### config.mk
export PLATFORM = sky130hd
export DESIGN_NAME = eeprom_sequencer
export DESIGN_NICKNAME = d
export VERILOG_FILES = /design/src/rtl/eeprom_pkg.sv /design/src/rtl/eeprom_sequencer.sv
export SDC_FILE = /design/constraint.sdc
export NUM_CORES = 1
export LEC_CHECK = 0
export ABC_CLOCK_PERIOD_IN_PS = 2000
export BUFFER_PORTS_ARGS = -buffer_cell sky130_fd_sc_hd__buf_2
export CAP_MARGIN = 20
export CELL_PAD_IN_SITES_DETAIL_PLACEMENT = 1
export CELL_PAD_IN_SITES_GLOBAL_PLACEMENT = 1
export CORE_MARGIN = 2
export CORE_UTILIZATION = 39
export CTS_BUF_LIST = sky130_fd_sc_hd__clkbuf_2 sky130_fd_sc_hd__clkbuf_4 sky130_fd_sc_hd__clkbuf_8
export DETAILED_ROUTE_END_ITERATION = 12
export PLACE_DENSITY = 0.83
export SLEW_MARGIN = 20
export SYNTH_ARGS = -nofsm -noshare
export SYNTH_HDL_FRONTEND = slang
export SYNTH_SLANG_ARGS = --single-unit
### constraint.sdc
create_clock -name CLK -period 2 [get_ports CLK]
set_clock_uncertainty 0.2 [all_clocks]
set_input_delay 0.4 -clock CLK [delete_from_list [all_inputs] [get_ports CLK]]
set_output_delay 0.4 -clock CLK [all_outputs]
set_load 0.02 [all_outputs]
### src/rtl/eeprom_pkg.sv
package eeprom_pkg;

    localparam int ADDR_W      = 11;
    localparam int CMD_CREDITS = 2;     // equals queue depth
    localparam int DIV_W       = 8;

    localparam logic [DIV_W-1:0] DIV_RESET      = DIV_W'(4);
    localparam logic [3:0]       DEV_CODE_RESET = 4'b1010;

    localparam logic CFG_DIV = 1'b0;
    localparam logic CFG_DEV = 1'b1;

    // one-hot bit positions of the sequencer
    localparam int S_IDLE     = 0;
    localparam int S_START    = 1;
    localparam int S_CTRL_WR  = 2;
    localparam int S_ADDR     = 3;
    localparam int S_DATA_WR  = 4;
    localparam int S_RESTART  = 5;
    localparam int S_CTRL_RD  = 6;
    localparam int S_DATA_RD  = 7;
    localparam int S_STOP     = 8;
    localparam int S_DONE     = 9;
    localparam int SEQ_STATES = 10;

    localparam int COND_LAST = 2;       // last half-period of START/STOP
    localparam int BYTE_LAST = 17;      // 8 data bits + ack

    typedef enum logic [1:0] {
        OP_START,                       // also repeated START
        OP_STOP,
        OP_WRITE,
        OP_READ
    } bit_op_t;

    typedef union packed {
        logic [7:0] raw;
        struct packed {
            logic [3:0] dev_code;
            logic [2:0] block;          // address bits 10..8
            logic       rw;
        } f;
    } ctrl_byte_u;

endpackage

### src/rtl/eeprom_sequencer.sv
`timescale 1ns/10ps
module eeprom_sequencer (
    input  logic                          CLK,
    input  logic                          RESET,
    input  logic                          q_valid,
    input  logic                          q_write,
    input  logic [eeprom_pkg::ADDR_W-1:0] q_addr,
    input  logic [7:0]                    q_wdata,
    output logic                          q_pop,
    input  logic [3:0]                    dev_code,
    output logic                          op_valid,
    output eeprom_pkg::bit_op_t           op,
    output logic [7:0]                    tx_byte,
    output logic                          rx_nack,
    input  logic                          op_done,
    input  logic [7:0]                    rx_byte,
    input  logic                          ack_seen,
    output logic                          rsp_valid,
    output logic [7:0]                    rsp_rdata,
    output logic                          rsp_err
);
    import eeprom_pkg::*;

    logic [SEQ_STATES-1:0] state;
    logic                  cmd_write_r;
    logic [ADDR_W-1:0]     cmd_addr_r;
    logic [7:0]            cmd_wdata_r;
    logic [7:0]            rdata_r;
    logic                  err_r;
    logic                  pending;     // op issued, waiting for op_done
    logic                  op_state;
    ctrl_byte_u            ctrl;

    function automatic logic [SEQ_STATES-1:0] st(input int idx);
        st = '0;
        st[idx] = 1'b1;
    endfunction

    assign op_state  = !state[S_IDLE] && !state[S_DONE];
    assign q_pop     = state[S_IDLE] && q_valid;
    assign rx_nack   = state[S_DATA_RD];      // single byte read, always nack
    assign rsp_valid = state[S_DONE];
    assign rsp_rdata = rdata_r;
    assign rsp_err   = err_r;

    always_comb
    begin
        ctrl.f.dev_code = dev_code;
        ctrl.f.block    = cmd_addr_r[ADDR_W-1:8];
        ctrl.f.rw       = state[S_CTRL_RD];
        op      = OP_WRITE;
        tx_byte = ctrl.raw;
        if (state[S_START] || state[S_RESTART])
            op = OP_START;
        else if (state[S_STOP])
            op = OP_STOP;
        else if (state[S_DATA_RD])
            op = OP_READ;
        if (state[S_ADDR])
            tx_byte = cmd_addr_r[7:0];
        else if (state[S_DATA_WR])
            tx_byte = cmd_wdata_r;
    end

    always_ff @(posedge CLK)
    begin
        if (RESET)
        begin
            state    <= st(S_IDLE);
            pending  <= 1'b0;
            op_valid <= 1'b0;
            err_r    <= 1'b0;
        end
        else
        begin
            op_valid <= op_state && !pending;
            if (op_state && !pending)
                pending <= 1'b1;
            else if (op_done)
                pending <= 1'b0;

            if (state[S_IDLE])
                err_r <= 1'b0;
            else if (op_done && op == OP_WRITE && !ack_seen)
                err_r <= 1'b1;   // held until the response

            case (1'b1)
                state[S_IDLE]:    if (q_valid) state <= st(S_START);
                state[S_START]:   if (op_done) state <= st(S_CTRL_WR);
                state[S_CTRL_WR]: if (op_done) state <= st(ack_seen ? S_ADDR : S_STOP);
                state[S_ADDR]:
                    if (op_done)
                        state <= st(!ack_seen ? S_STOP : (cmd_write_r ? S_DATA_WR : S_RESTART));
                state[S_DATA_WR]: if (op_done) state <= st(S_STOP);
                state[S_RESTART]: if (op_done) state <= st(S_CTRL_RD);
                state[S_CTRL_RD]: if (op_done) state <= st(ack_seen ? S_DATA_RD : S_STOP);
                state[S_DATA_RD]: if (op_done) state <= st(S_STOP);
                state[S_STOP]:    if (op_done) state <= st(S_DONE);
                state[S_DONE]:    state <= st(S_IDLE);
                default:          state <= st(S_IDLE);
            endcase
        end
    end

    always_ff @(posedge CLK)
    begin
        if (q_pop)
        begin
            cmd_write_r <= q_write;
            cmd_addr_r  <= q_addr;
            cmd_wdata_r <= q_wdata;
            rdata_r     <= 8'd0;   // writes answer with zero
        end
        else if (state[S_DATA_RD] && op_done)
            rdata_r <= rx_byte;
    end

    a_op_handshake: assert property (@(posedge CLK) disable iff (RESET)
        !(op_valid && op_done));

endmodule

# After elaboration in Yosys (flattened, before gate mapping)
# Index checks and enable logic that the tools add are counted.
classes:
  n_eq_ne: 10
  n_reduce_logical: 24
  mux: 35
  n_lt_le_gt_ge: 6
ops:
  columns: ["op", "n"]
  rows:
  - ["10-bit 2-to-1 mux", 18]
  - ["3-bit inequality test (second input constant)", 8]
  - ["8-bit 2-to-1 mux", 2]
  - ["4-bit by 5-bit < comparator with 1-bit output (second input constant)", 3]
  - ["1-bit demux with 4-bit select", 3]
  - ["4-bit by 1-bit >= comparator with 1-bit output (second input constant)", 3]
  - ["4-bit 2-to-1 mux", 3]
  - ["1-bit logical AND", 9]
  - ["9-bit AND reduction", 1]
  - ["8-bit AND reduction", 1]
  - ["1-bit 2-to-1 mux", 7]
  - ["7-bit AND reduction", 1]
  - ["6-bit AND reduction", 1]
  - ["5-bit AND reduction", 1]
  - ["1-bit logical NOT", 4]
  - ["2-bit 2-to-1 mux", 2]
  - ["4-bit AND reduction", 1]
  - ["3-bit AND reduction", 1]
  - ["2-bit == test (second input constant)", 1]
  - ["2-bit inequality test (second input constant)", 1]
  - ["2-bit AND reduction", 1]
  - ["2-bit nonzero test", 1]
  - ["2-bit OR reduction", 1]
  - ["1-bit logical OR", 1]
totals:
  wordCells: 92
  inputBits: 37
  ff_bits: 41
  out_inout_bits: 23

# Logic depth before layout (Yosys ltp)
logic_depth:
  ltp_word: 13
  mapped_depth: 6
  depth_no_buf: 4

# Worst setup path before layout
# OpenSTA, ideal clock, no wires.
synth_path:
  path_kind: "reg2out"
  start: "register state[7]"
  end: "output port op[0]"
  n_path_buf: 0
  t_arrival_ns: 1.118
  path_stages_with_launch: 3
  path_slack_ns: 0.282
  cell_sequence: "dfxtp_1 nor2_1 nor3_1"
synth_between:
  elab_chain_cells: 3
synth_lines:
  columns: ["element", "line", "rtl"]
  rows:
  - ["start: declaration", "eeprom_sequencer.sv:24", "logic [SEQ_STATES-1:0] state;"]
  - ["start signal: assignment", "eeprom_sequencer.sv:69", "state <= st(S_IDLE);"]
  - ["start signal: assignment", "eeprom_sequencer.sv:88", "state[S_IDLE]: if (q_valid) state <= st(S_START);"]
  - ["start signal: assignment", "eeprom_sequencer.sv:89", "state[S_START]: if (op_done) state <= st(S_CTRL_WR);"]
  - ["1-bit 2-to-1 mux", "eeprom_sequencer.sv:57", "else if (state[S_DATA_RD])"]
  - ["2-bit 2-to-1 mux", "eeprom_sequencer.sv:55", "else if (state[S_STOP])"]
  - ["2-bit 2-to-1 mux", "eeprom_sequencer.sv:53", "if (state[S_START] || state[S_RESTART])"]
  - ["end: declaration", "eeprom_sequencer.sv:12", "output eeprom_pkg::bit_op_t op,"]
# No other way between the ends.

# Worst setup path after layout
layout_path:
  start: "register state[4]"
  end: "output port tx_byte[6]"
layout_between:
  elab_chain_cells: 2
layout_lines:
  columns: ["element", "line", "rtl"]
  rows:
  - ["8-bit 2-to-1 mux", "eeprom_sequencer.sv:61", "else if (state[S_DATA_WR])"]
  - ["8-bit 2-to-1 mux", "eeprom_sequencer.sv:59", "if (state[S_ADDR])"]
  - ["end: declaration", "eeprom_sequencer.sv:13", "output logic [7:0] tx_byte,"]
# No other way between the ends.

==> summary.txt <==
Run status
  • Status: completed

CTS
  • Clock-pin slew on the worst setup and hold paths: 0.08 ns
  • Clk_lat worst skew: 0.30 ns
  • Clock Path Buffers: 2
  • CTS Buf Count: 5
  • Post-CTS Hold Buffers: 0
  • H-tree depth: 2
  • Root Buffer Master: clkbuf_8
  • TritonCTS clock tree: done
  • Sink Count: 41

Floorplan
  • # rows: 24
  • Die ar.: 5240 µm²
  • DIE WIDTH: 72.4 µm
  • Initial Utilization: 41.0%
  • Die Span Y: 72.4 µm
  • IO Count: 60
  • Core box area: 4440 µm²

Pwr
  • Switch Pwr: 0.417 mW
  • Pwr/cell area: 780 nW/µm²
  • Total power: 1.77 mW
  • Sw frac: 23.6%
  • Sequential power share: 53.2%
  • P_int: 1.35 mW
  • Leak pwr: 0.877 nW
  • Clock Power Share: 37.8%
  • Combinational power share: 9.0%
  • Worst vdd ir: 377 µV

Yosys
  • Syn_nets: 219
  • Largest family of logic cells by synthesized area: simple AND/OR/NAND/NOR gates
  • Mux share of post-synthesis cell area: 4.39%
  • Mapped cell area: 1820 µm²
  • Compound-Gate Fraction of Synth Area: 14.9%
  • Simple-gate share of the synthesized area: 19.7%
  • Synth Area in XOR/XNOR: 0%
  • Average size of a mapped cell: 10.0 µm²
  • Synthesized flop and latch total: 41
  • Yosys warnings: 0
  • Synth area leader: edfxtp_1
  • Synth Area in Adders: 0%
  • Sequential-to-total area share from yosys stat: 56.0%
  • Synth Instances: 182
  • Synth top area share: 32.9%
  • Cell variety after synth: 39
  • Synth area leaders: edfxtp_1 33%, dfxtp_1 23%, a21oi_1 4.4%

Final layout
  • FF+latch area: 1020 µm²
  • Layout area overhead: 24.1%
  • Commonest non-fill, non-tap cell in the layout: buf_2
  • Fillers: 551
  • Layout cells sized above 1: 33.5%
  • Layout Utilization: 50.9%
  • Nets@finish: 278
  • Antenna cells: 0
  • Multi-input logic area: 711 µm²
  • Non-Filler Instances: 294
  • Most frequent cells in the layout: 59 x buf_2, 20 x nand2_1, 20 x edfxtp_1, 20 x dfxtp_1, 16 x a21oi_1

Critical path
  • Sequence of cells on the critical path: mux2i_1 > o21ai_1 > buf_2
  • Worst Path Max Fanout: 9
  • CP Capture Type: output port
  • Crit start category: flip-flop
  • Critical Path Max Stage Delay: 0.51 ns
  • Crit path max-delay family: flip-flops
  • CP max-delay cell: dfxtp_2
  • Kind of critical path: flip-flop to output port
  • CP Data Arrival Time: 1.31 ns
  • Bufs and invs on worst path: 1
  • Critical path required time: 1.40 ns

Hold path
  • HP Class: primary input to flip-flop

STA
  • Max-slew headroom: 71.6%
  • Total Neg Setup Slack: 0 ns
  • Max Freq: 524 MHz
  • RSZ-0062 raised after global routing: no
  • Final setup vio count: 0
  • Crit share post-route: 95.4%
  • Tmin final: 1.91 ns
  • Worst slew pin tran: 0.423 ns
  • Hold Fails Final Rpt: 0
  • Final setup margin: 0.0917 ns
  • Final slew viol count: 0

Route
  • DRT antenna net count: 0
  • DRC Markers: 0
  • Avg Vias per Cell: 5.34
  • DR WL/cell: 16.0 µm
  • Total number of vias: 1571
  • DR pass1 iterations: 4
  • Final WL: 4700 µm
  • DR iter-0 viols: 65

Global route
  • Tot GR Track Use: 18.9%
  • Initial antenna violation count: 0
  • First-pass GRT wire length: 7600 µm
  • Global-route met1 utilization: 21.9%
  • Most Crowded Layer GR: met2
  • Largest net degree at the start of global routing: 28
  • Grt met3 use: 3.33%
  • Met2 Use GR: 34.3%
  • Gr ovfl total: 0
  • Number of global-route vias before repair: 1600

Placement
  • Cell Count Post-Placement: 286
  • Placer Congestion: 0.816
  • I/O Buffers: 59
  • Pre-CTS setup slack: 0.226 ns
  • Hpwl dp: 3460 µm

Run
  • Max cap viols: 0
-- per-stage QoR --
step | hold WS (ns) | instance area [µm²]
3_3_place_gp | 0.231 | 2150
3_5_place_dp | 0.229 | 2150
2_1_floorplan | 0.209 | 1820
6_report | 0.0722 | 2260
4_1_cts | 0.0629 | 2260
5_1_grt | 0.0559 | 2260
-- per-layer routing --
layer | share of wire [%] | vias to the layer above
li1 | - | 768
met1 | 42 | 757
met2 | 52 | 39
met3 | 3.8 | 7
met4 | 1.8 | 0
met5 | 0 | -
-- layout make-up --
type	instances	share of cell area, %
clock buffers	5	3.04
inverters	4	0.663
well taps	52	2.87
clock inverters	3	1.82
repair buffers	65	15.0
flip-flops and latches	41	45.2
multi-input cells	124	31.4
-- sequential cells by signal, indices dropped and copies added, names as in the netlist --
signal and flops:
cmd_addr_r 11, cmd_wdata_r 8, cmd_write_r 1, op_valid 1
pending 1, rsp_err 1, rsp_rdata 8, state 10
-- path summary, 6_finish.rpt --
| path | slack (ns) | cells after the start | from | to |
|---|---|---|---|---|
| max | 0.09 | 3 | state[4]$_SDFFE_PP0P_ | tx_byte[6] |
| max reg2reg | 0.31 | 4 | state[0]$_SDFF_PP1_ | state[8]$_SDFFE_PP0P_ |
| min reg2reg | 0.24 | 1 | pending$_SDFFE_PP0P_ | op_valid$_SDFF_PP0_ |
| min | 0.07 | 1 | q_wdata[6] | cmd_wdata_r[6]$_DFFE_PP_ |
-- Yosys cell counts --
cell type  count
a21o_1         2
a21oi_1       16
a21oi_2        1
a2bb2oi_1      1
a31oi_1        3
and2_1         1
and3_1         1
buf_2          8
buf_4          1
buf_6          2
clkbuf_1       2
dfxtp_1       21
edfxtp_1      20
inv_1          4
mux2i_1        8
nand2_1       20
nand2b_1       3
nand3_1       13
nand4_1        1
nand4b_1       1
nor2_1        13
nor2_2         1
nor2b_1        2
nor3_1         6
nor3_2         2
nor3b_1        2
nor4_1         1
nor4_2         1
nor4b_1        1
o211ai_1       1
o21ai_0        3
o21ai_1       11
o21ai_2        2
o21ai_4        1
o221ai_1       1
o22ai_1        2
o31ai_1        1
or2_1          1
or3_1          1
-- power by group through the flow --
stage / Sequential, mW / Clock [mW] / Combinational, mW
final: 0.939 / 0.667 / 0.159
after global routing: 0.944 / 0.714 / 0.175
after CTS: 0.940 / 0.683 / 0.161
after detailed placement: 0.959 / 0 / 0.160
after global placement: 0.956 / 0 / 0.155
after floorplan: 0.950 / 0 / 0.0953
-- kinds of logic after synthesis --
logic type / after synthesis
multiplexers: 8
AO/OA/AOI/OAI: 45
AND/OR/NAND/NOR: 71
buffers and inverters: 17
flip-flops: 41
-- timing repair --
action | in CTS | in global routing
setup buffers | 0 | 0
setup endpoints to repair | 8 | 0
gates resized for setup | 1 | 0
-- worst reg2reg max path: cells and delay by family, from the launching register on --
kind / cells / cell delay, ns
AOI/OAI and AO/OA: 3 / 0.42
DFF: 1 / 0.55
and+or+nand+nor: 1 / 0.41
No activity file was read; power rests on OpenSTA's default activity.
