<file path="src/rtl/eeprom_pkg.sv">
package eeprom_pkg;

    localparam int ADDR_W      = 11;
    localparam int CMD_CREDITS = 2;     // equals queue depth
    localparam int DIV_W       = 8;

    localparam logic [DIV_W-1:0] DIV_RESET      = DIV_W'(4);
    localparam logic [3:0]       DEV_CODE_RESET = 4'b1010;

    localparam logic CFG_DIV = 1'b0;
    localparam logic CFG_DEV = 1'b1;

    // one-hot bit positions of the sequencer
    localparam int S_IDLE     = 0;
    localparam int S_START    = 1;
    localparam int S_CTRL_WR  = 2;
    localparam int S_ADDR     = 3;
    localparam int S_DATA_WR  = 4;
    localparam int S_RESTART  = 5;
    localparam int S_CTRL_RD  = 6;
    localparam int S_DATA_RD  = 7;
    localparam int S_STOP     = 8;
    localparam int S_DONE     = 9;
    localparam int SEQ_STATES = 10;

    localparam int COND_LAST = 2;       // last half-period of START/STOP
    localparam int BYTE_LAST = 17;      // 8 data bits + ack

    typedef enum logic [1:0] {
        OP_START,                       // also repeated START
        OP_STOP,
        OP_WRITE,
        OP_READ
    } bit_op_t;

    typedef union packed {
        logic [7:0] raw;
        struct packed {
            logic [3:0] dev_code;
            logic [2:0] block;          // address bits 10..8
            logic       rw;
        } f;
    } ctrl_byte_u;

endpackage

</file>
<file path="src/rtl/eeprom_cmd_queue.sv">
`timescale 1ns/10ps
module eeprom_cmd_queue (
    input  logic                          CLK,
    input  logic                          RESET,
    input  logic                          cmd_valid,
    input  logic                          cmd_write,
    input  logic [eeprom_pkg::ADDR_W-1:0] cmd_addr,
    input  logic [7:0]                    cmd_wdata,
    output logic                          q_valid,
    output logic                          q_write,
    output logic [eeprom_pkg::ADDR_W-1:0] q_addr,
    output logic [7:0]                    q_wdata,
    input  logic                          q_pop,
    output logic                          cmd_credit
);
    import eeprom_pkg::*;

    logic              write_mem [CMD_CREDITS];
    logic [ADDR_W-1:0] addr_mem  [CMD_CREDITS];
    logic [7:0]        wdata_mem [CMD_CREDITS];
    logic              wr_ptr;
    logic              rd_ptr;
    logic [1:0]        count;

    always_ff @(posedge CLK)
    begin
        if (cmd_valid)
        begin
            write_mem[wr_ptr] <= cmd_write;
            addr_mem[wr_ptr]  <= cmd_addr;
            wdata_mem[wr_ptr] <= cmd_wdata;
        end
    end

    always_ff @(posedge CLK)
    begin
        if (RESET)
        begin
            wr_ptr     <= 1'b0;
            rd_ptr     <= 1'b0;
            count      <= 2'd0;
            cmd_credit <= 1'b0;
        end
        else
        begin
            wr_ptr     <= wr_ptr ^ cmd_valid;
            rd_ptr     <= rd_ptr ^ q_pop;
            count      <= count + 2'(cmd_valid) - 2'(q_pop);
            cmd_credit <= q_pop;   // one credit back per released entry
        end
    end

    assign q_valid = (count != 2'd0);
    assign q_write = write_mem[rd_ptr];
    assign q_addr  = addr_mem[rd_ptr];
    assign q_wdata = wdata_mem[rd_ptr];

    // host pushed without holding a credit
    a_no_overflow: assert property (@(posedge CLK) disable iff (RESET)
        cmd_valid |-> (count != 2'(CMD_CREDITS)));

endmodule

</file>
<file path="config.mk">
export PLATFORM = sky130hd
export DESIGN_NAME = eeprom_cmd_queue
export DESIGN_NICKNAME = d
export VERILOG_FILES = /design/src/rtl/eeprom_pkg.sv /design/src/rtl/eeprom_cmd_queue.sv
export SDC_FILE = /design/constraint.sdc
export NUM_CORES = 1
export LEC_CHECK = 0
export ABC_CLOCK_PERIOD_IN_PS = 1800
export BUFFER_PORTS_ARGS = -buffer_cell sky130_fd_sc_hd__buf_2
export CAP_MARGIN = 20
export CORE_MARGIN = 3
export CORE_UTILIZATION = 50
export CTS_BUF_LIST = sky130_fd_sc_hd__clkbuf_16
export DETAILED_ROUTE_END_ITERATION = 8
export PLACE_DENSITY = 0.84
export SYNTH_ARGS = -nofsm -noshare
export SYNTH_HDL_FRONTEND = slang
export SYNTH_SLANG_ARGS = --single-unit
</file>
<file path="constraint.sdc">
create_clock -name CLK -period 1.8 [get_ports CLK]
set_clock_uncertainty 0.2 [all_clocks]
set_input_delay 0.54 -clock CLK [delete_from_list [all_inputs] [get_ports CLK]]
set_output_delay 0.54 -clock CLK [all_outputs]
set_load 0.02 [all_outputs]
</file>
**After elaboration in Yosys (flattened, before gate mapping)**

Memories as Yosys holds them, arrays and structs flattened. A register that Yosys moved wholly into a read port is not among the register bits.
Cells that the tools add are included.

- Add/sub/neg operators: 2
- Mux-type cells: 5
- Bitwise operators: 2
- Reduce and logical (&&, ||, !) cells: 1

Operators with widths:

| operator | count |
|---|---|
| 2-to-1 mux 1 bit | 5 |
| adder 2 x 1 -> 2 bit | 1 |
| nonzero test 2 bit | 1 |
| subtractor 2 x 1 -> 2 bit | 1 |
| bitwise XOR 1 bit | 2 |

- Bits in registers: 5
- RAM bits: 40
- Input bits: 24
- Output and inout port bits: 22
- Logic and storage cells: 17
- Memories: 3

Memory list:

| memory | depth | bits a word | read ports | clocked after memory_dff | wr ports | line | source |
|---|---|---|---|---|---|---|---|
| addr_mem | 2 | 11 | 1 | 1 | 1 | eeprom_cmd_queue.sv:19 | `logic [ADDR_W-1:0] addr_mem [CMD_CREDITS];` |
| wdata_mem | 2 | 8 | 1 | 1 | 1 | eeprom_cmd_queue.sv:20 | `logic [7:0] wdata_mem [CMD_CREDITS];` |
| write_mem | 2 | 1 | 1 | 1 | 1 | eeprom_cmd_queue.sv:18 | `logic write_mem [CMD_CREDITS];` |

**Depth between registers and ports, before layout**

Gate-level depths: netlist of run 1.

- Word-level depth: 2
- Depth in mapped cells: 6
- Mapped depth without buffers: 6

**Worst setup path after synthesis of run 1**

Ideal clock, no wire load.

- Path kind: input to register
- Start point: input port cmd_valid
- End point: memory addr_mem[0][0], enable pin
- Setup time: 0.378 ns
- Arrival: 1.098 ns
- Slack: 0.124 ns
- Cell stages on the path: 1
- Cells stage by stage: ha_1

- Cells in the longest elaborated chain, start to end: 2

Ends and longest elaborated chain:

| item | line | source |
|---|---|---|
| from (decl) | eeprom_cmd_queue.sv:5 | `input logic cmd_valid,` |
| 2-to-1 mux 1 bit | eeprom_cmd_queue.sv:27 | `if (cmd_valid)` |
| 2-to-1 mux 1 bit (not written as such) | eeprom_cmd_queue.sv:30 | `addr_mem[wr_ptr] <= cmd_addr;` |
| to (decl) | eeprom_cmd_queue.sv:19 |  |

No other way between the ends.

==> results of run 1 <==
-- cells in the mapped netlist (all sizes together) --
cell type   n
xnor2       1
mux2       20
nor2        3
nor2b       2
ha          4
or2         1
inv         3
buf         2
dfxtp       5
xnor3       1
edfxtp     40
-- routing by layer --
metal | part of all wire | wire length (um) | global-route usage | up-vias
met2 | 0.52 | 1570 | 0.297 | 39
met1 | 0.40 | 1190 | 0.195 | 466
met3 | 0.066 | 198 | 0.0668 | 7
met4 | 0.015 | 46 | 0.0647 | 0
met5 | 0 | 0 | 0 | -
li1 | - | - | - | 427
-- timing repair --
| item | in CTS | in global routing |
|---|---|---|
| gates resized for setup | 69 | 4 |
| cloned | 2 | 0 |
| pin swaps | 0 | 0 |
| setup endpoints to repair | 20 | 21 |
| setup buffers | 1 | 0 |
| endpoints found under the hold margin | 0 | 0 |
-- final cells by class --
type,instances,area (sq um),share of cell area
Sequential cell,45,1310,0.547
Timing Repair Buffer,54,463,0.194
Multi-Input combinational cell,32,414,0.173
Clock buffer,5,125,0.0524
Tap cell,44,55.1,0.0231
Clock inverter,3,12.5,0.00524
Inverter,3,11.3,0.00472
-- power by group through the flow --
stage / combinational [W] / sequential [W] / clock, W
2_1_floorplan: 0.000227 / 0.00125 / 0
3_5_place_dp: 0.000344 / 0.00126 / 0
6_report: 0.000497 / 0.00125 / 0.000832
4_1_cts: 0.000481 / 0.00124 / 0.000845
3_3_place_gp: 0.000333 / 0.00125 / 0
5_1_grt: 0.000531 / 0.00125 / 0.000901
-- worst min path at each step --
stage,cells after the start,end,slack (ps)
finish,1,wdata_mem[1][2],240
CTS,1,wdata_mem[1][2],240
global route,1,addr_mem[0][8],240
floorplan,3,wr_ptr,320
global placement,3,wr_ptr,330
detailed placement,3,wr_ptr,360
-- state kept, by name, summed over array words and instances, names as in the netlist --
register    count
addr_mem       22
cmd_credit      1
count           2
rd_ptr          1
wdata_mem      16
wr_ptr          1
write_mem       2
-- stage by stage --
stage               TNS, ps  cells
finish                -4340    186
global route          -5060    186
CTS                   -4310    186
detailed placement        0    175
global placement          0    175
floorplan                 0     82
-- kinds of logic (layout without fill, tap and decap cells) --
kind of cell  Yosys count  in the layout
xor+xnor                2              2
fa+ha+maj               4              4
flops                  45             45
simple gates            6              6
mux                    20             20
buf+inv                 5             65
-- worst max-delay path, delay by kind of cell (launching register included) --
family | cells | cell delay [ps]
buffers and inverters | 2 | 290
DFF | 1 | 410
muxes | 1 | 320
==> metrics.txt, run 1 <==
result of the run=finished, violations left; violated checks=setup timing; maximum fanout encountered on the critical timing path=6; largest net degree at the start of global routing=14; cells along the critical path=buf_8, mux2_4, buf_6; Antenna Nets Post-Route=0; fillcell total=179; Clock H-tree levels=2; initial antenna violation count=0; Worst Setup Slack post-DPL=23.1 ps; placement row count=20; worst r2r dst=count[1]; Worst R2R Setup Slack=390 ps; Core Region=3130 sq um; hold-fix buffers at CTS=0; iteration count of the initial detailed-routing pass=3; Seq cells post-synth=45; clock tree from TritonCTS=built; Data arrival, critical path=1310 ps; max-slew violation count=0; switching power=0.000577 W; vias in the first global route=1042; Lkg Pwr=0.987 nW; net switching fraction of the power=0.224; share of cell area taken by muxes after synthesis=0.135; Setup Viol. Count Final=20; Worst Hold Slack=244 ps; launch instance of the worst min-delay path=cmd_wdata[2]; combined area of all synthesized cells=1670 sq um; class of the most critical setup path=flop to output pin; cell-internal power=0.00200 W; number of antenna diodes=0; Remaining Overflow, GRT=0; CP Data Required Time=1060 ps; basic-gate share of the synthesized area counting and, or, nand and nor cells=0.0180; min cycle time layout=2050 ps; Remaining DRCs=0; post-detailed-route wirelength per cell=16.2 um; type of element capturing the critical path=output pin; synthesized-area fraction occupied by ao, oa, aoi and oai cells=0; CTS Root Buffer Type=clkbuf_16; fraction of final layout cells sized beyond drive strength 1=0.585; dpl hpwl=1900 um; main combinational cell family by area after synthesis=multiplexers; startpoint of the worst register-to-register path=count[0]; NumNets Final=169; library cell occupying the most area in the post-synthesis netlist=edfxtp_1; port bufs=45; total wire length after detailed routing=3010 um; global placer's final weighted congestion=0.677; period utilization=1.14; area share of fa/ha/maj cells after synthesis=0.0299; area of all placed cells without fillers=2390 sq um; Initial DRC Count=22; area growth from synthesis to layout=42.8%; number of cells produced by synthesis=82; power density over cell area=1080 nW/um^2; initial cell density of the core=0.534; cell at the slowest stage of the critical path=dfxtp_4; CP startpoint kind=flop; Via-to-Cell Ratio=5.05; clock transition time at the flip-flop clock pins of the worst setup and hold paths=60 ps; sequential area share after synthesis=0.778; most frequent standard cell in the layout excluding fill and tap cells=edfxtp_1; post-layout power=0.00258 W; Worst path max stage delay=410 ps; TritonCTS buffer count=5; number of cells traversed by the worst register-to-register path=6; min-delay worst type=primary input to flop; final-report hold violation count=0; Total Routing Usage GR=0.173; Worst-Margin Slew=186 ps; Die W=63.8 um; maxcap violations=0; number of library cell types mapped by synthesis=11; unrepaired setup endpoints after global routing=yes; synthesized-area fraction occupied by xor and xnor cells=0.0187; worst setup path end=q_wdata[3]; source-to-sink clock delay at the later pin of the worst-skew pair=280 ps; fmax=488 MHz; area of the die=4070 sq um; Max VDD drop=0.000721 V; Synth top area share=0.719; first-pass GRT wire length=5060 um; share of the core filled with cells in the final layout=0.763; clock network power share=0.323; die height=63.8 um; via count=939; I/O pin count=46; Reg power frac=0.484; Logic pwr share=0.193; final worst slack=-247 ps; top area cells in the synthesized netlist=edfxtp_1 72%, mux2_2 13%, dfxtp_1 6.0%; tightest slew margin relative to the limit=0.876; clk buf depth=2; number of sinks driven by the clock tree=45; post-placement cell area=1970 sq um; Synth Net Count=110; most frequent cells in the layout=40 x edfxtp_1, 24 x buf_2, 22 x buf_6; Worst setup startpoint=rd_ptr; Synth Area per Inst=20.4 sq um; count of warnings emitted by yosys=0
(Power assumes the default switching activity.)
==> run 2, diff against run 1 <==
--- a/config.mk
+++ b/config.mk
@@ -13,6 +13,7 @@
 export CTS_BUF_LIST = sky130_fd_sc_hd__clkbuf_16
 export DETAILED_ROUTE_END_ITERATION = 8
 export PLACE_DENSITY = 0.84
+export RECOVER_POWER = 25
 export SYNTH_ARGS = -nofsm -noshare
 export SYNTH_HDL_FRONTEND = slang
 export SYNTH_SLANG_ARGS = --single-unit
==> run 2 against run 1 <==
Net effect: the run still ends with setup timing left; routed wire length rose by 0.23%; highest routed layer unchanged; sequential cell count stayed put; count of clock-buffer cells in the layout unchanged.
==> metrics.txt, run 2 (same netlist as run 1, synthesis figures left out) <==
die height=63.8 um; Via-to-Cell Ratio=5.05; power density over cell area=1080 nW/um^2; CP Data Required Time=1060 ps; Remaining DRCs=0; final-report hold violation count=0; I/O pin count=46; unrepaired setup endpoints after global routing=yes; most frequent standard cell in the layout excluding fill and tap cells=edfxtp_1; maximum fanout encountered on the critical timing path=6; placement row count=20; min-delay worst type=primary input to flop; via count=939; Antenna Nets Post-Route=0; vias in the first global route=1042; initial antenna violation count=0; dpl hpwl=1900 um; clk buf depth=2; NumNets Final=169; fillcell total=182; Worst R2R Setup Slack=390 ps; most flop-heavy register=addr_mem; Setup Viol. Count Final=20; area growth from synthesis to layout=42.6%; Cell Count, Final, Fillers Out=186; share of the core filled with cells in the final layout=0.762; global placer's final weighted congestion=0.677; fraction of final layout cells sized beyond drive strength 1=0.563; largest net degree at the start of global routing=14; total wire length after detailed routing=3020 um; number of antenna diodes=0; Worst Hold Slack=245 ps; period utilization=1.14; min cycle time layout=2050 ps; Worst-Margin Slew=185 ps; Max VDD drop=0.000720 V; registers with the highest flip-flop counts=addr_mem: 22 flops, wdata_mem: 16 flops; CTS Root Buffer Type=clkbuf_16; iteration count of the initial detailed-routing pass=3; clock tree from TritonCTS=built; fmax=489 MHz; Core Region=3130 sq um; class of the most critical setup path=flop to output pin; first-pass GRT wire length=5060 um; TritonCTS buffer count=5; flip-flop count of the largest register, all copies and words added=22; maxcap violations=0; Clock H-tree levels=2; placed cells=175; number of sinks driven by the clock tree=45; Data arrival, critical path=1310 ps; Lkg Pwr=0.979 nW; source-to-sink clock delay at the later pin of the worst-skew pair=280 ps; clock transition time at the flip-flop clock pins of the worst setup and hold paths=60 ps; Remaining Overflow, GRT=0; post-detailed-route wirelength per cell=16.2 um; setup TNS after final layout=-4320 ps; result of the run=finished, violations left; violated checks=setup timing; final worst slack=-246 ps; initial cell density of the core=0.534; CP startpoint kind=flop; max-slew violation count=0; Total Routing Usage GR=0.173; type of element capturing the critical path=output pin; most frequent cells in the layout=40 x edfxtp_1, 22 x buf_6, 21 x buf_2; port bufs=45; Die W=63.8 um; area of the die=4070 sq um; tightest slew margin relative to the limit=0.877; Initial DRC Count=22
==> run 2: worst paths after layout <==
path | start | to | depth (start not counted)
min reg2reg | wr_ptr | wr_ptr | 3
max | rd_ptr | q_wdata[3] | 3
max reg2reg | count[0] | count[1] | 6
min | cmd_wdata[2] | wdata_mem[1][2] | 1
==> run 2: layout make-up <==
cell class / instances / area (sq um) / area share
flip-flops and latches: 45 / 1310 / 0.548
repair buffers: 54 / 459 / 0.193
multi-input cells: 32 / 414 / 0.174
clock buffers: 5 / 125 / 0.0525
well taps: 44 / 55.1 / 0.0231
clock inverters: 3 / 12.5 / 0.00525
inverters: 3 / 11.3 / 0.00472
==> run 2: repair_timing <==
item | in CTS | in global routing
cloned | 2 | 0
setup endpoints to repair | 20 | 21
resized for setup | 69 | 4
buffers inserted | 1 | 0
hold buffers | 0 | 0
==> run 2: layer usage <==
layer | share of wire | GRT usage | routed length, um | vias up
met5 | 0 | 0 | 0 | -
met4 | 0.013 | 0.0647 | 40 | 0
met3 | 0.066 | 0.0668 | 199 | 7
met2 | 0.53 | 0.297 | 1600 | 38
met1 | 0.39 | 0.195 | 1180 | 468
li1 | - | - | - | 426
==> run 2: worst max-delay path, cell delays in order (launching register included) <==
cell and delay, ps:
dfxtp_4 410, buf_8 150, mux2_4 320, buf_6 140
==> run 2: stage by stage <==
stage                     power [W]  area (sq um)  worst slack, ps
after global routing        0.00269          2380             -284
after detailed placement    0.00160          1970             23.1
after global placement      0.00159          1970             44.8
final                       0.00257          2380             -246
after CTS                   0.00257          2380             -239
after floorplan             0.00148          1670              124
==> run 2: power by group <==
| part | switching, W | internal [W] |
|---|---|---|
| registers | 0.0000295 | 0.00122 |
| logic | 0.000216 | 0.000280 |
| clock network | 0.000331 | 0.000501 |
| total | 0.000577 | 0.00200 |
