### src/rtl/eeprom_pkg.sv
package eeprom_pkg;

    localparam int ADDR_W      = 11;
    localparam int CMD_CREDITS = 2;     // equals queue depth
    localparam int DIV_W       = 8;

    localparam logic [DIV_W-1:0] DIV_RESET      = DIV_W'(4);
    localparam logic [3:0]       DEV_CODE_RESET = 4'b1010;

    localparam logic CFG_DIV = 1'b0;
    localparam logic CFG_DEV = 1'b1;

    // one-hot bit positions of the sequencer
    localparam int S_IDLE     = 0;
    localparam int S_START    = 1;
    localparam int S_CTRL_WR  = 2;
    localparam int S_ADDR     = 3;
    localparam int S_DATA_WR  = 4;
    localparam int S_RESTART  = 5;
    localparam int S_CTRL_RD  = 6;
    localparam int S_DATA_RD  = 7;
    localparam int S_STOP     = 8;
    localparam int S_DONE     = 9;
    localparam int SEQ_STATES = 10;

    localparam int COND_LAST = 2;       // last half-period of START/STOP
    localparam int BYTE_LAST = 17;      // 8 data bits + ack

    typedef enum logic [1:0] {
        OP_START,                       // also repeated START
        OP_STOP,
        OP_WRITE,
        OP_READ
    } bit_op_t;

    typedef union packed {
        logic [7:0] raw;
        struct packed {
            logic [3:0] dev_code;
            logic [2:0] block;          // address bits 10..8
            logic       rw;
        } f;
    } ctrl_byte_u;

endpackage

### src/rtl/eeprom_cfg_regs.sv
`timescale 1ns/10ps
module eeprom_cfg_regs (
    input  logic                         CLK,
    input  logic                         RESET,
    input  logic                         cfg_we,
    input  logic                         cfg_addr,
    input  logic [7:0]                   cfg_wdata,
    output logic [7:0]                   cfg_rdata,
    output logic [eeprom_pkg::DIV_W-1:0] clk_div,
    output logic [3:0]                   dev_code
);
    import eeprom_pkg::*;

    logic zero_div_wr;

    assign zero_div_wr = cfg_we && (cfg_addr == CFG_DIV) && (cfg_wdata == 8'd0);

    always_ff @(posedge CLK)
    begin
        if (RESET)
        begin
            clk_div  <= DIV_RESET;
            dev_code <= DEV_CODE_RESET;
        end
        else if (cfg_we)
        begin
            if (cfg_addr == CFG_DIV && !zero_div_wr)
                clk_div <= cfg_wdata[DIV_W-1:0];
            else if (cfg_addr == CFG_DEV)
                dev_code <= cfg_wdata[3:0];   // upper nibble dropped
        end
    end

    assign cfg_rdata = (cfg_addr == CFG_DIV) ? 8'(clk_div) : {4'b0000, dev_code};

    // zero divider would stall SCL, write is dropped
    a_zero_div: assert property (@(posedge CLK) disable iff (RESET) !zero_div_wr)
        else $warning("divider write of zero ignored, keeping %0d", clk_div);

endmodule

### config.mk
export PLATFORM = sky130hd
export DESIGN_NAME = eeprom_cfg_regs
export DESIGN_NICKNAME = d
export VERILOG_FILES = /design/src/rtl/eeprom_pkg.sv /design/src/rtl/eeprom_cfg_regs.sv
export SDC_FILE = /design/constraint.sdc
export NUM_CORES = 1
export LEC_CHECK = 0
export BUFFER_PORTS_ARGS = -buffer_cell sky130_fd_sc_hd__buf_2
export CELL_PAD_IN_SITES_DETAIL_PLACEMENT = 0
export CELL_PAD_IN_SITES_GLOBAL_PLACEMENT = 1
export CORE_MARGIN = 2
export CORE_UTILIZATION = 30
export CTS_BUF_LIST = sky130_fd_sc_hd__clkbuf_4 sky130_fd_sc_hd__clkbuf_8 sky130_fd_sc_hd__clkbuf_16
export DETAILED_ROUTE_END_ITERATION = 7
export PLACE_DENSITY = 0.85
export SLEW_MARGIN = 20
export SYNTH_ARGS = -nofsm -noshare
export SYNTH_HDL_FRONTEND = slang
export SYNTH_SLANG_ARGS = --single-unit
### constraint.sdc
create_clock -name CLK -period 1.18 [get_ports CLK]
set_clock_uncertainty 0.2 [all_clocks]
set_input_delay 0.177 -clock CLK [delete_from_list [all_inputs] [get_ports CLK]]
set_output_delay 0.177 -clock CLK [all_outputs]
set_load 0.005 [all_outputs]
Word level (Yosys, flattened, before mapping). Index checks and enable logic that the tools add are counted.

Logic and storage cells: 12. Register bits: 12. Bits of input ports: 12.

Bitwise operators: 2. Reductions and logical operators: 7. Muxes and demuxes: 1.

Operator list (count): 8-bit logical NOT (1); 8-bit two-way mux (1); 1-bit logical AND (3); 3-bit AND reduction (1); 1-bit NOT (2); 2-bit AND reduction (1); 1-bit logical NOT (1).

Longest topological paths before layout. Gate-level depths: netlist of the first run.

Depth in word-level cells: 7. Gate-level depth with buffers: 4.

Worst setup path before layout of the first run. Ideal clock, no wire load.

Path type: input-to-output. Start point: input port cfg_addr. End point: output port cfg_rdata[1]. Stages: 2. Required time: 803 ps. Path slack: 117 ps. Arrival: 686 ps. Buffers on the path: 1. Path through: buf_2 > mux2_2.

Longest elaborated chain between the ends: 1.

Ends and longest elaborated chain: start: declaration (line eeprom_cfg_regs.sv:6) `input logic cfg_addr,`; 8-bit two-way mux (line eeprom_cfg_regs.sv:34) `assign cfg_rdata = (cfg_addr == CFG_DIV) ? 8'(clk_div) : {4'b0000, dev_code};`; end: declaration (line eeprom_cfg_regs.sv:8) `output logic [7:0] cfg_rdata,`.

No other way between the ends.

Final worst setup path of the first run.
Start point: register dev_code[1]. End point: output port cfg_rdata[1].

Longest elaborated chain between the ends: 1.

Ends and longest elaborated chain: start: declaration (line eeprom_cfg_regs.sv:10) `output logic [3:0] dev_code`; start signal: assignment (line eeprom_cfg_regs.sv:30) `dev_code <= cfg_wdata[3:0];`; 8-bit two-way mux (line eeprom_cfg_regs.sv:34).

No other way between the ends.

==> results.md, run 1 <==
- The run finished, with violations left.
- The final reports fail on setup timing.
- The floorplan step defined a die boundary enclosing roughly 0.0025 mm².
- The max-slew headroom at the worst pin is 75.6%.
- Setup violations remaining at the end of the flow were counted as 13.
- The starting utilization of the core area is between 30% and 40%.
- The deepest level of the CTS H-tree is 1.
- Row generation in the floorplan step produced 16 rows.
- Counting the fill cells in the layout gives 181.
- The core region is between 0.0015 and 0.002 mm².
- The fraction of layout cells with a size suffix above 1 is between 60% and 70%.
- The number of antenna violations at the first check in global routing is 0.
- The root buffer cell chosen for the clock tree is sky130_fd_sc_hd__clkbuf_4.
- The synthesized area per cell is ~8.2 µm².
- The count of different cell masters after synthesis is 20.
- In the synthesized netlist, the number of instances is 78.
- In the routed design, unresolved DRC markers number 0.
- The remaining antenna violation count after routing is 0.
- Timing would allow up to 727 MHz.
- In the final design database the tool counted between 100 and 150 nets.
- The pre-CTS setup slack is -0.114 ns.
- The detailed router finished its first iteration with 29 violations.
- The path class of the tightest hold or removal check is primary input to flip-flop.
- For this run, the register share of the synthesized area comes to ~38%.
- The via count of the routed design is 781.
- The area overhead of the layout relative to synthesis is 76.5%.
- 32 I/O pins were placed.
- The first TritonRoute pass finished after 4 iterations.
- The total clock sinks is 12.
- For the pin with the worst max-slew slack, the measured transition is 0.363 ns.
- The pin count of the biggest net entering global routing is 13.
- The final-report max-slew violation count is 0.
- In the routed layout, each cell is associated on average with a via count of ~4.9.
- The routed design uses roughly 120 µm of met3 wire.
- The final HPWL from detailed placement is about 1.5 mm.
- Dividing the detail-routed wire length by the instance count gives approximately 13 µm.
- After clock tree synthesis, the flow added hold-fix buffers numbering 0.
- The number of hold-slack violations in the final timing report came to 0.
- Once layout is complete, the cells apart from fillers number 158.
- The final weighted congestion in routability-driven placement is 0.797.
- During placement, the flow inserted port buffers numbering 31.
- The largest vdd supply drop is 0.000500 V.
- The kind of capture point of the worst setup path is a primary output.
- The arrival time at the worst endpoint is 1.00 ns.
- The overall routed net length is about 2 mm.
- The first global-routing pass estimated around 3.2 mm of wire.
- The number of nets in the synthesized netlist is 90.
- Dividing the final minimum period by the clock period gives 116%.
- The clock edge transition at the registers on the reported setup and hold paths is ~0.080 ns.
- Counting flops and latches in the post-synthesis netlist gives 12.
- The power density over the cells is about 930 mW/mm².
- The number of buffers added by the clock tree synthesis step is 3.
- Along the worst path, the maximum fanout reaches 3.
- The type of origin of the critical path is a flip-flop.
- The total of max-cap violations is 0.
- STA puts the critical path data required time at about 0.80 ns.
- The number of cells after detailed placement is around 150.
- The TritonCTS clock tree is done.
- In the post-route analysis, the smallest setup slack over all paths is -0.195 ns.
- By area the synthesized netlist is led by sky130_fd_sc_hd__dfxtp_1, sky130_fd_sc_hd__nand2_1, sky130_fd_sc_hd__nor4_4, sky130_fd_sc_hd__a31oi_1, sky130_fd_sc_hd__nand3_1.
- The total track usage is 16.6%.
- The post-synthesis cell type with the largest combined area is sky130_fd_sc_hd__dfxtp_1.
- The die is 50.2 µm tall.
- The sum of overflow across all layers after global routing is 0.
- The insertion delay of the later-clocked pin in the worst-skew pair is 0.27 ns.
- For this block, wires on met1 add up to approximately 840 µm.
- For this run, the number of Yosys warnings is 0.
- The uppermost metal layer occupied by signal nets is met4.
- The start-to-end type of the worst setup path is flip-flop to primary output.
- The synthesized netlist occupies a cell area of 639 µm².
- The leakage power is 0.506 nW.
- The overall die width is approximately 50 µm.
- For the finished layout, the period the worst path requires is 1.37 ns.
- The share of the synthesized area in the top cell type is a little under two fifths.
- In the detailed route, the total length drawn on met2 is between 1 and 1.5 mm.
- The antenna diode count is 0.
- The via count of the first global-routing pass was 755.
- Setup repair after global routing could not meet its margin everywhere.
- The clock passes through at most 2 buffers.
- Measured on the finished design, the core utilization comes to 56.9%.
worst max-delay path: stages, from the launching register on:
cell and delay [ns]:
sky130_fd_sc_hd__dfxtp_2 0.34, sky130_fd_sc_hd__mux2_4 0.26, sky130_fd_sc_hd__buf_6 0.12
layout by cell type, fill, tap and decap left out:
cell type | netlist | final
sky130_fd_sc_hd__a211o_1 | 2 | 2
sky130_fd_sc_hd__nor4b_4 | 0 | 1
sky130_fd_sc_hd__buf_4 | 0 | 17
sky130_fd_sc_hd__dfxtp_2 | 0 | 12
sky130_fd_sc_hd__a21oi_1 | 5 | 5
sky130_fd_sc_hd__nand3_1 | 7 | 7
sky130_fd_sc_hd__a211oi_2 | 1 | 1
sky130_fd_sc_hd__clkbuf_4 | 0 | 3
sky130_fd_sc_hd__buf_2 | 3 | 23
sky130_fd_sc_hd__nand2_1 | 17 | 17
sky130_fd_sc_hd__inv_2 | 0 | 1
sky130_fd_sc_hd__clkbuf_8 | 0 | 1
sky130_fd_sc_hd__nand2b_1 | 1 | 1
sky130_fd_sc_hd__nor2b_1 | 5 | 4
sky130_fd_sc_hd__nor2b_4 | 0 | 1
sky130_fd_sc_hd__a31oi_1 | 6 | 6
sky130_fd_sc_hd__mux2_4 | 0 | 3
sky130_fd_sc_hd__o21ai_1 | 1 | 2
sky130_fd_sc_hd__and3_1 | 2 | 2
sky130_fd_sc_hd__nor4_4 | 2 | 2
sky130_fd_sc_hd__nor3_2 | 1 | 1
sky130_fd_sc_hd__nor3_1 | 6 | 6
sky130_fd_sc_hd__buf_6 | 0 | 13
cell families after synthesis:
kind of cell	count (synthesis)	share of synthesized area, %
AO/OA/AOI/OAI	16	16.0
multiplexers	3	5.28
AND/OR/NAND/NOR	42	37.6
flip-flops	12	37.6
buffers and inverters	5	3.52
synth_stat cells:
| master | n |
|---|---|
| sky130_fd_sc_hd__clkbuf_1 | 1 |
| sky130_fd_sc_hd__nand2_1 | 17 |
| sky130_fd_sc_hd__a211o_1 | 2 |
| sky130_fd_sc_hd__buf_2 | 3 |
| sky130_fd_sc_hd__nor2b_1 | 5 |
| sky130_fd_sc_hd__nor4b_1 | 1 |
| sky130_fd_sc_hd__a21oi_1 | 5 |
| sky130_fd_sc_hd__o21ai_0 | 1 |
| sky130_fd_sc_hd__nor4_4 | 2 |
| sky130_fd_sc_hd__dfxtp_1 | 12 |
| sky130_fd_sc_hd__mux2_2 | 3 |
| sky130_fd_sc_hd__nor3_2 | 1 |
| sky130_fd_sc_hd__nand2b_1 | 1 |
| sky130_fd_sc_hd__nor3_1 | 6 |
| sky130_fd_sc_hd__o21ai_1 | 1 |
| sky130_fd_sc_hd__a211oi_2 | 1 |
| sky130_fd_sc_hd__a31oi_1 | 6 |
| sky130_fd_sc_hd__nand3_1 | 7 |
| sky130_fd_sc_hd__and3_1 | 2 |
| sky130_fd_sc_hd__inv_1 | 1 |
report_power, final:
group          switching (W)  internal, W  total (W)
Sequential         0.0000147     0.000430   0.000445
Combinational       0.000120     0.000147   0.000267
Clock               0.000149     0.000187   0.000336
routing by layer:
| metal | global-route usage, % | up-vias |
|---|---|---|
| met3 | 2.98 | 2 |
| met1 | 20.3 | 365 |
| met4 | 7.41 | 0 |
| met5 | 0 | - |
| li1 | - | 387 |
| met2 | 28.3 | 27 |
per-stage QoR:
stage	instance area (µm²)	setup TNS [ns]	hold WS, ns	total power [W]
2_1_floorplan	639	0	0.0713	0.000528
3_3_place_gp	922	-0.357	0.261	0.000653
3_5_place_dp	922	-0.619	0.266	0.000657
4_1_cts	1090	-0.940	0.00410	0.00104
5_1_grt	1130	-1.34	0.0164	0.00110
6_report	1130	-0.815	0.0176	0.00105
repair_timing:
item / CTS / global route
gates resized for setup: 29 / 6
endpoints found under the setup margin: 11 / 14
setup buffers: 5 / 3
pin swaps: 1 / 0
final cells by class:
cell class | count | area (µm²) | share of cell area (%)
multi-input combinational | 61 | 410 | 36.4
tap | 27 | 33.8 | 2.99
timing repair buffer | 53 | 389 | 34.5
sequential | 12 | 255 | 22.6
inverter | 1 | 3.75 | 0.333
clock buffer | 4 | 36.3 | 3.22
final timing paths:
kind,from,end,slack (ns),depth (start not counted)
max,dev_code[1],cfg_rdata[1],-0.19,2
min,cfg_we,dev_code[0],0.02,3
max reg2reg,clk_div[7],clk_div[7],0.06,4
min reg2reg,dev_code[2],dev_code[2],0.27,2
state kept, by name, summed over array words and instances (netlist names):
signal,count
clk_div,8
dev_code,4
Power figures use the tool's default switching activity.
==> inputs of run 2 (changes only) <==
--- a/config.mk
+++ b/config.mk
@@ -13,6 +13,7 @@
 export CTS_BUF_LIST = sky130_fd_sc_hd__clkbuf_4 sky130_fd_sc_hd__clkbuf_8 sky130_fd_sc_hd__clkbuf_16
 export DETAILED_ROUTE_END_ITERATION = 7
 export PLACE_DENSITY = 0.85
+export SKIP_CTS_REPAIR_TIMING = 1
 export SLEW_MARGIN = 20
 export SYNTH_ARGS = -nofsm -noshare
 export SYNTH_HDL_FRONTEND = slang
==> run 2 against run 1 <==
Against the previous run: the flow still finishes with violations (setup timing); largest power group unchanged; cell area shrank 2.3%; core utilization shrank 1.3 points; maximum frequency decreased by 0.35%; critical path type unchanged.
==> results.md, run 2 (synthesis gave the netlist of run 1 again) <==
- The flow ran to the end, but the final reports show violations.
- The checks that failed: setup timing.
- The filler cell count in the final layout is 184 (+1.7%).
- The number of cells on the critical path is 2 (unchanged).
- The clock power share is 32.1% (about the same).
- The total net switching power is 0.000278 W (-2.1%).
- The number of nets in the finished design was 143 (-0.69%).
- The placement-stage cell area came to 922 µm² (unchanged).
- The worst path setup slack after routing is -0.200 ns (-0.00488 ns).
- The proportion of total power due to net switching is 26.8% (-0.25 points).
- The largest stage delay on the critical path came to 0.34 ns (about the same).
- The number of buffers added by the clock tree synthesis step was 3 (unchanged).
- The worst-case clock buffer depth is 2 (unchanged).
- The number of flip-flops under the largest register name is 8 (unchanged).
- The largest registers in the layout are clk_div: 8 flops, dev_code: 4 flops.
- The floorplan die area is 0.00252 mm² (unchanged).
- The number of design-rule violations left by the first detailed-router iteration is 19 (-34%).
- The combined buffer and inverter count along the critical path is 1 (unchanged).
- The site row count came to 16 (unchanged).
- The number of standard cells in the final layout excluding fillers is 157 (-0.63%).
- The highest net fanout along the worst path came to 3 (unchanged).
- The largest individual stage delay along the critical path comes from the cell sky130_fd_sc_hd__dfxtp_2.
- Traced cell by cell, the critical path runs through mux2_4 > buf_6.
- The area of combinational cells with multiple inputs is 402 µm² (-2.1%).
- Setup repair after global routing could not meet its margin everywhere.
- The number of detailed-routing iterations run before antenna repair is 4 (unchanged).
- The area overhead of the layout relative to synthesis is 72.4%.
- The kind of cell with the highest combined delay on the critical path is flip-flops.
- The power density over the cells came to 940 mW/mm² (+1.2%).
- The overall routed net length is 2.02 mm (+1.2%).
- The start-to-end type of the worst setup path is flip-flop to primary output.
- STA classifies the critical path startpoint as a flip-flop.
- The insertion delay of the later-clocked pin in the worst-skew pair is 0.27 ns (about the same).
- The total clock sinks is 12 (unchanged).
- The max-slew headroom at the worst pin is 75.9% (+0.29 points).
- The leakage power is 0.496 nW (-2.0%).
- The number of antenna violations at the first check in global routing is 0 (unchanged).
- The clock edge transition at the registers on the reported setup and hold paths came to 0.08 ns (about the same).
- The worst-case reg-to-reg path depth was 4 (unchanged).
- The I/O pin count is 32 (unchanged).
- The global-route wire length before repair is 3.08 mm (-5.1%).
- The overall die width is 50.2 µm (unchanged).
- In the layout the commonest cells are sky130_fd_sc_hd__buf_2, sky130_fd_sc_hd__nand2_1, sky130_fd_sc_hd__buf_4, sky130_fd_sc_hd__dfxtp_2, sky130_fd_sc_hd__buf_6.
- The post-detailed-route DRC marker count is 0 (unchanged).
- The required time of the critical path is 0.80 ns (about the same).
- The minimum period implied by the final worst setup slack came to 1.38 ns (+0.00488 ns).
- The vertical die dimension is 50.2 µm (unchanged).
- The sequential cell fraction of total power is 43.0% (+0.6 points).
- The TritonCTS clock tree is done.
- The worst setup path is captured at a primary output.
- The sum of overflow across all layers after global routing came to 0 (unchanged).
- The cell-internal power came to 0.000759 W (-0.79%).
- The instance count along the most critical hold path is 3 (unchanged).
- The slew at the pin with the worst max-slew slack was 0.359 ns (-0.00432 ns).
- The pin count of the biggest net entering global routing is 13 (unchanged).
- The average wire length per cell after detail routing came to 12.9 µm (+1.8%).
- The via count of the first global-routing pass is 727 (-3.7%).
- The period utilization is 117% (+0.41 points).
- The register name with the most flops is clk_div.
- The vias per cell came to 4.95 (+0.12%).
- The final HPWL from detailed placement is 1.46 mm (unchanged).
- The arrival time at the worst endpoint was 1.00 ns (about the same).
- The starting utilization of the core area was 32.3% (unchanged).
- The final-report max-slew violation count is 0 (unchanged).
- The clock root buffer master is sky130_fd_sc_hd__clkbuf_4.
- The number of cells after detailed placement is 147 (unchanged).
- The via count of the routed design is 777 (-0.51%).
- The deepest level of the CTS H-tree is 1 (unchanged).
- The number of port buffers is 31 (unchanged).
- The combinational share of power is 24.9% (-0.6 points).
- The number of hold-slack violations in the final timing report was 0 (unchanged).
- The final weighted congestion in routability-driven placement is 0.797 (unchanged).
- The core box area is 0.00198 mm² (unchanged).
- The remaining antenna violation count after routing is 0 (unchanged).
- The fraction of layout cells with a size suffix above 1 is 60.0% (-0.31 points).
- The total track usage is 15.8% (-0.82 points).
- The total of max-cap violations is 0 (unchanged).
- The post-layout instance area is 0.00110 mm² (-2.3%).
- The sequential cell area in the final layout came to 255 µm² (unchanged).
- The largest vdd supply drop is 0.000498 V (-0.56%).
- The path class of the lowest-slack min-delay path is primary input to flip-flop.
- The maximum frequency from static timing analysis is 725 MHz (-0.35%).
- The antenna diode count was 0 (unchanged).
- Leaving out fill and tap cells, the most frequent cell in the layout is sky130_fd_sc_hd__buf_2.
- The count of final setup violators was 12 (-1).
-- run 2: cell types whose count changed in the layout (fill, tap and decap cells not counted), sizes merged --
cell | before | now
buf | 53 | 52
-- run 2: path summary, 6_finish.rpt --
kind | slack, ns | from | to
min | 0.02 | cfg_wdata[5] | clk_div[5]
min reg2reg | 0.27 | clk_div[2] | clk_div[2]
max reg2reg | 0.13 | clk_div[0] | clk_div[0]
max | -0.20 | dev_code[1] | cfg_rdata[1]
-- run 2: area by class of cell --
| cell class | instances | area share, % |
|---|---|---|
| sequential | 12 | 23.2 |
| multi-input combinational | 61 | 36.4 |
| timing repair buffer | 52 | 33.7 |
| clock buffer | 4 | 3.29 |
| inverter | 1 | 0.341 |
| tap | 27 | 3.06 |
-- run 2: power by group through the flow --
stage	clock network, W	logic, W	registers, W
after CTS	0.000343	0.000209	0.000440
final	0.000333	0.000258	0.000446
after global routing	0.000364	0.000278	0.000450
after floorplan	0	0.0000770	0.000451
after global placement	0	0.000205	0.000449
after detailed placement	0	0.000208	0.000449
-- run 2: through the flow --
step	TNS, ns	setup slack (ns)	util (%)	power [W]	hold WS (ns)
finish	-0.846	-0.200	55.6	0.00104	0.0195
global route	-1.34	-0.234	55.6	0.00109	0.0134
CTS	-1.21	-0.219	48.4	0.000991	0.0115
detailed placement	-0.619	-0.114	46.5	0.000657	0.266
global placement	-0.357	-0.0809	46.5	0.000653	0.261
floorplan	0	0.117	-	0.000528	0.0713
-- run 2: worst min-delay path: cells and delay by family --
kind | cells | cell delay, ns
AOI/OAI and AO/OA | 1 | 0.07
and+or+nand+nor | 1 | 0.06
buffers and inverters | 1 | 0.14
-- run 2: layer usage --
metal / global-route usage, % / wire length, µm / vias up / part of all wire (%)
met2: 25.7 / 1030 / 29 / 51
met5: 0 / 0 / - / 0
met3: 3.27 / 141 / 0 / 7.0
li1: - / - / 388 / -
met1: 18.8 / 853 / 360 / 42
met4: 10.2 / 0 / 0 / 0
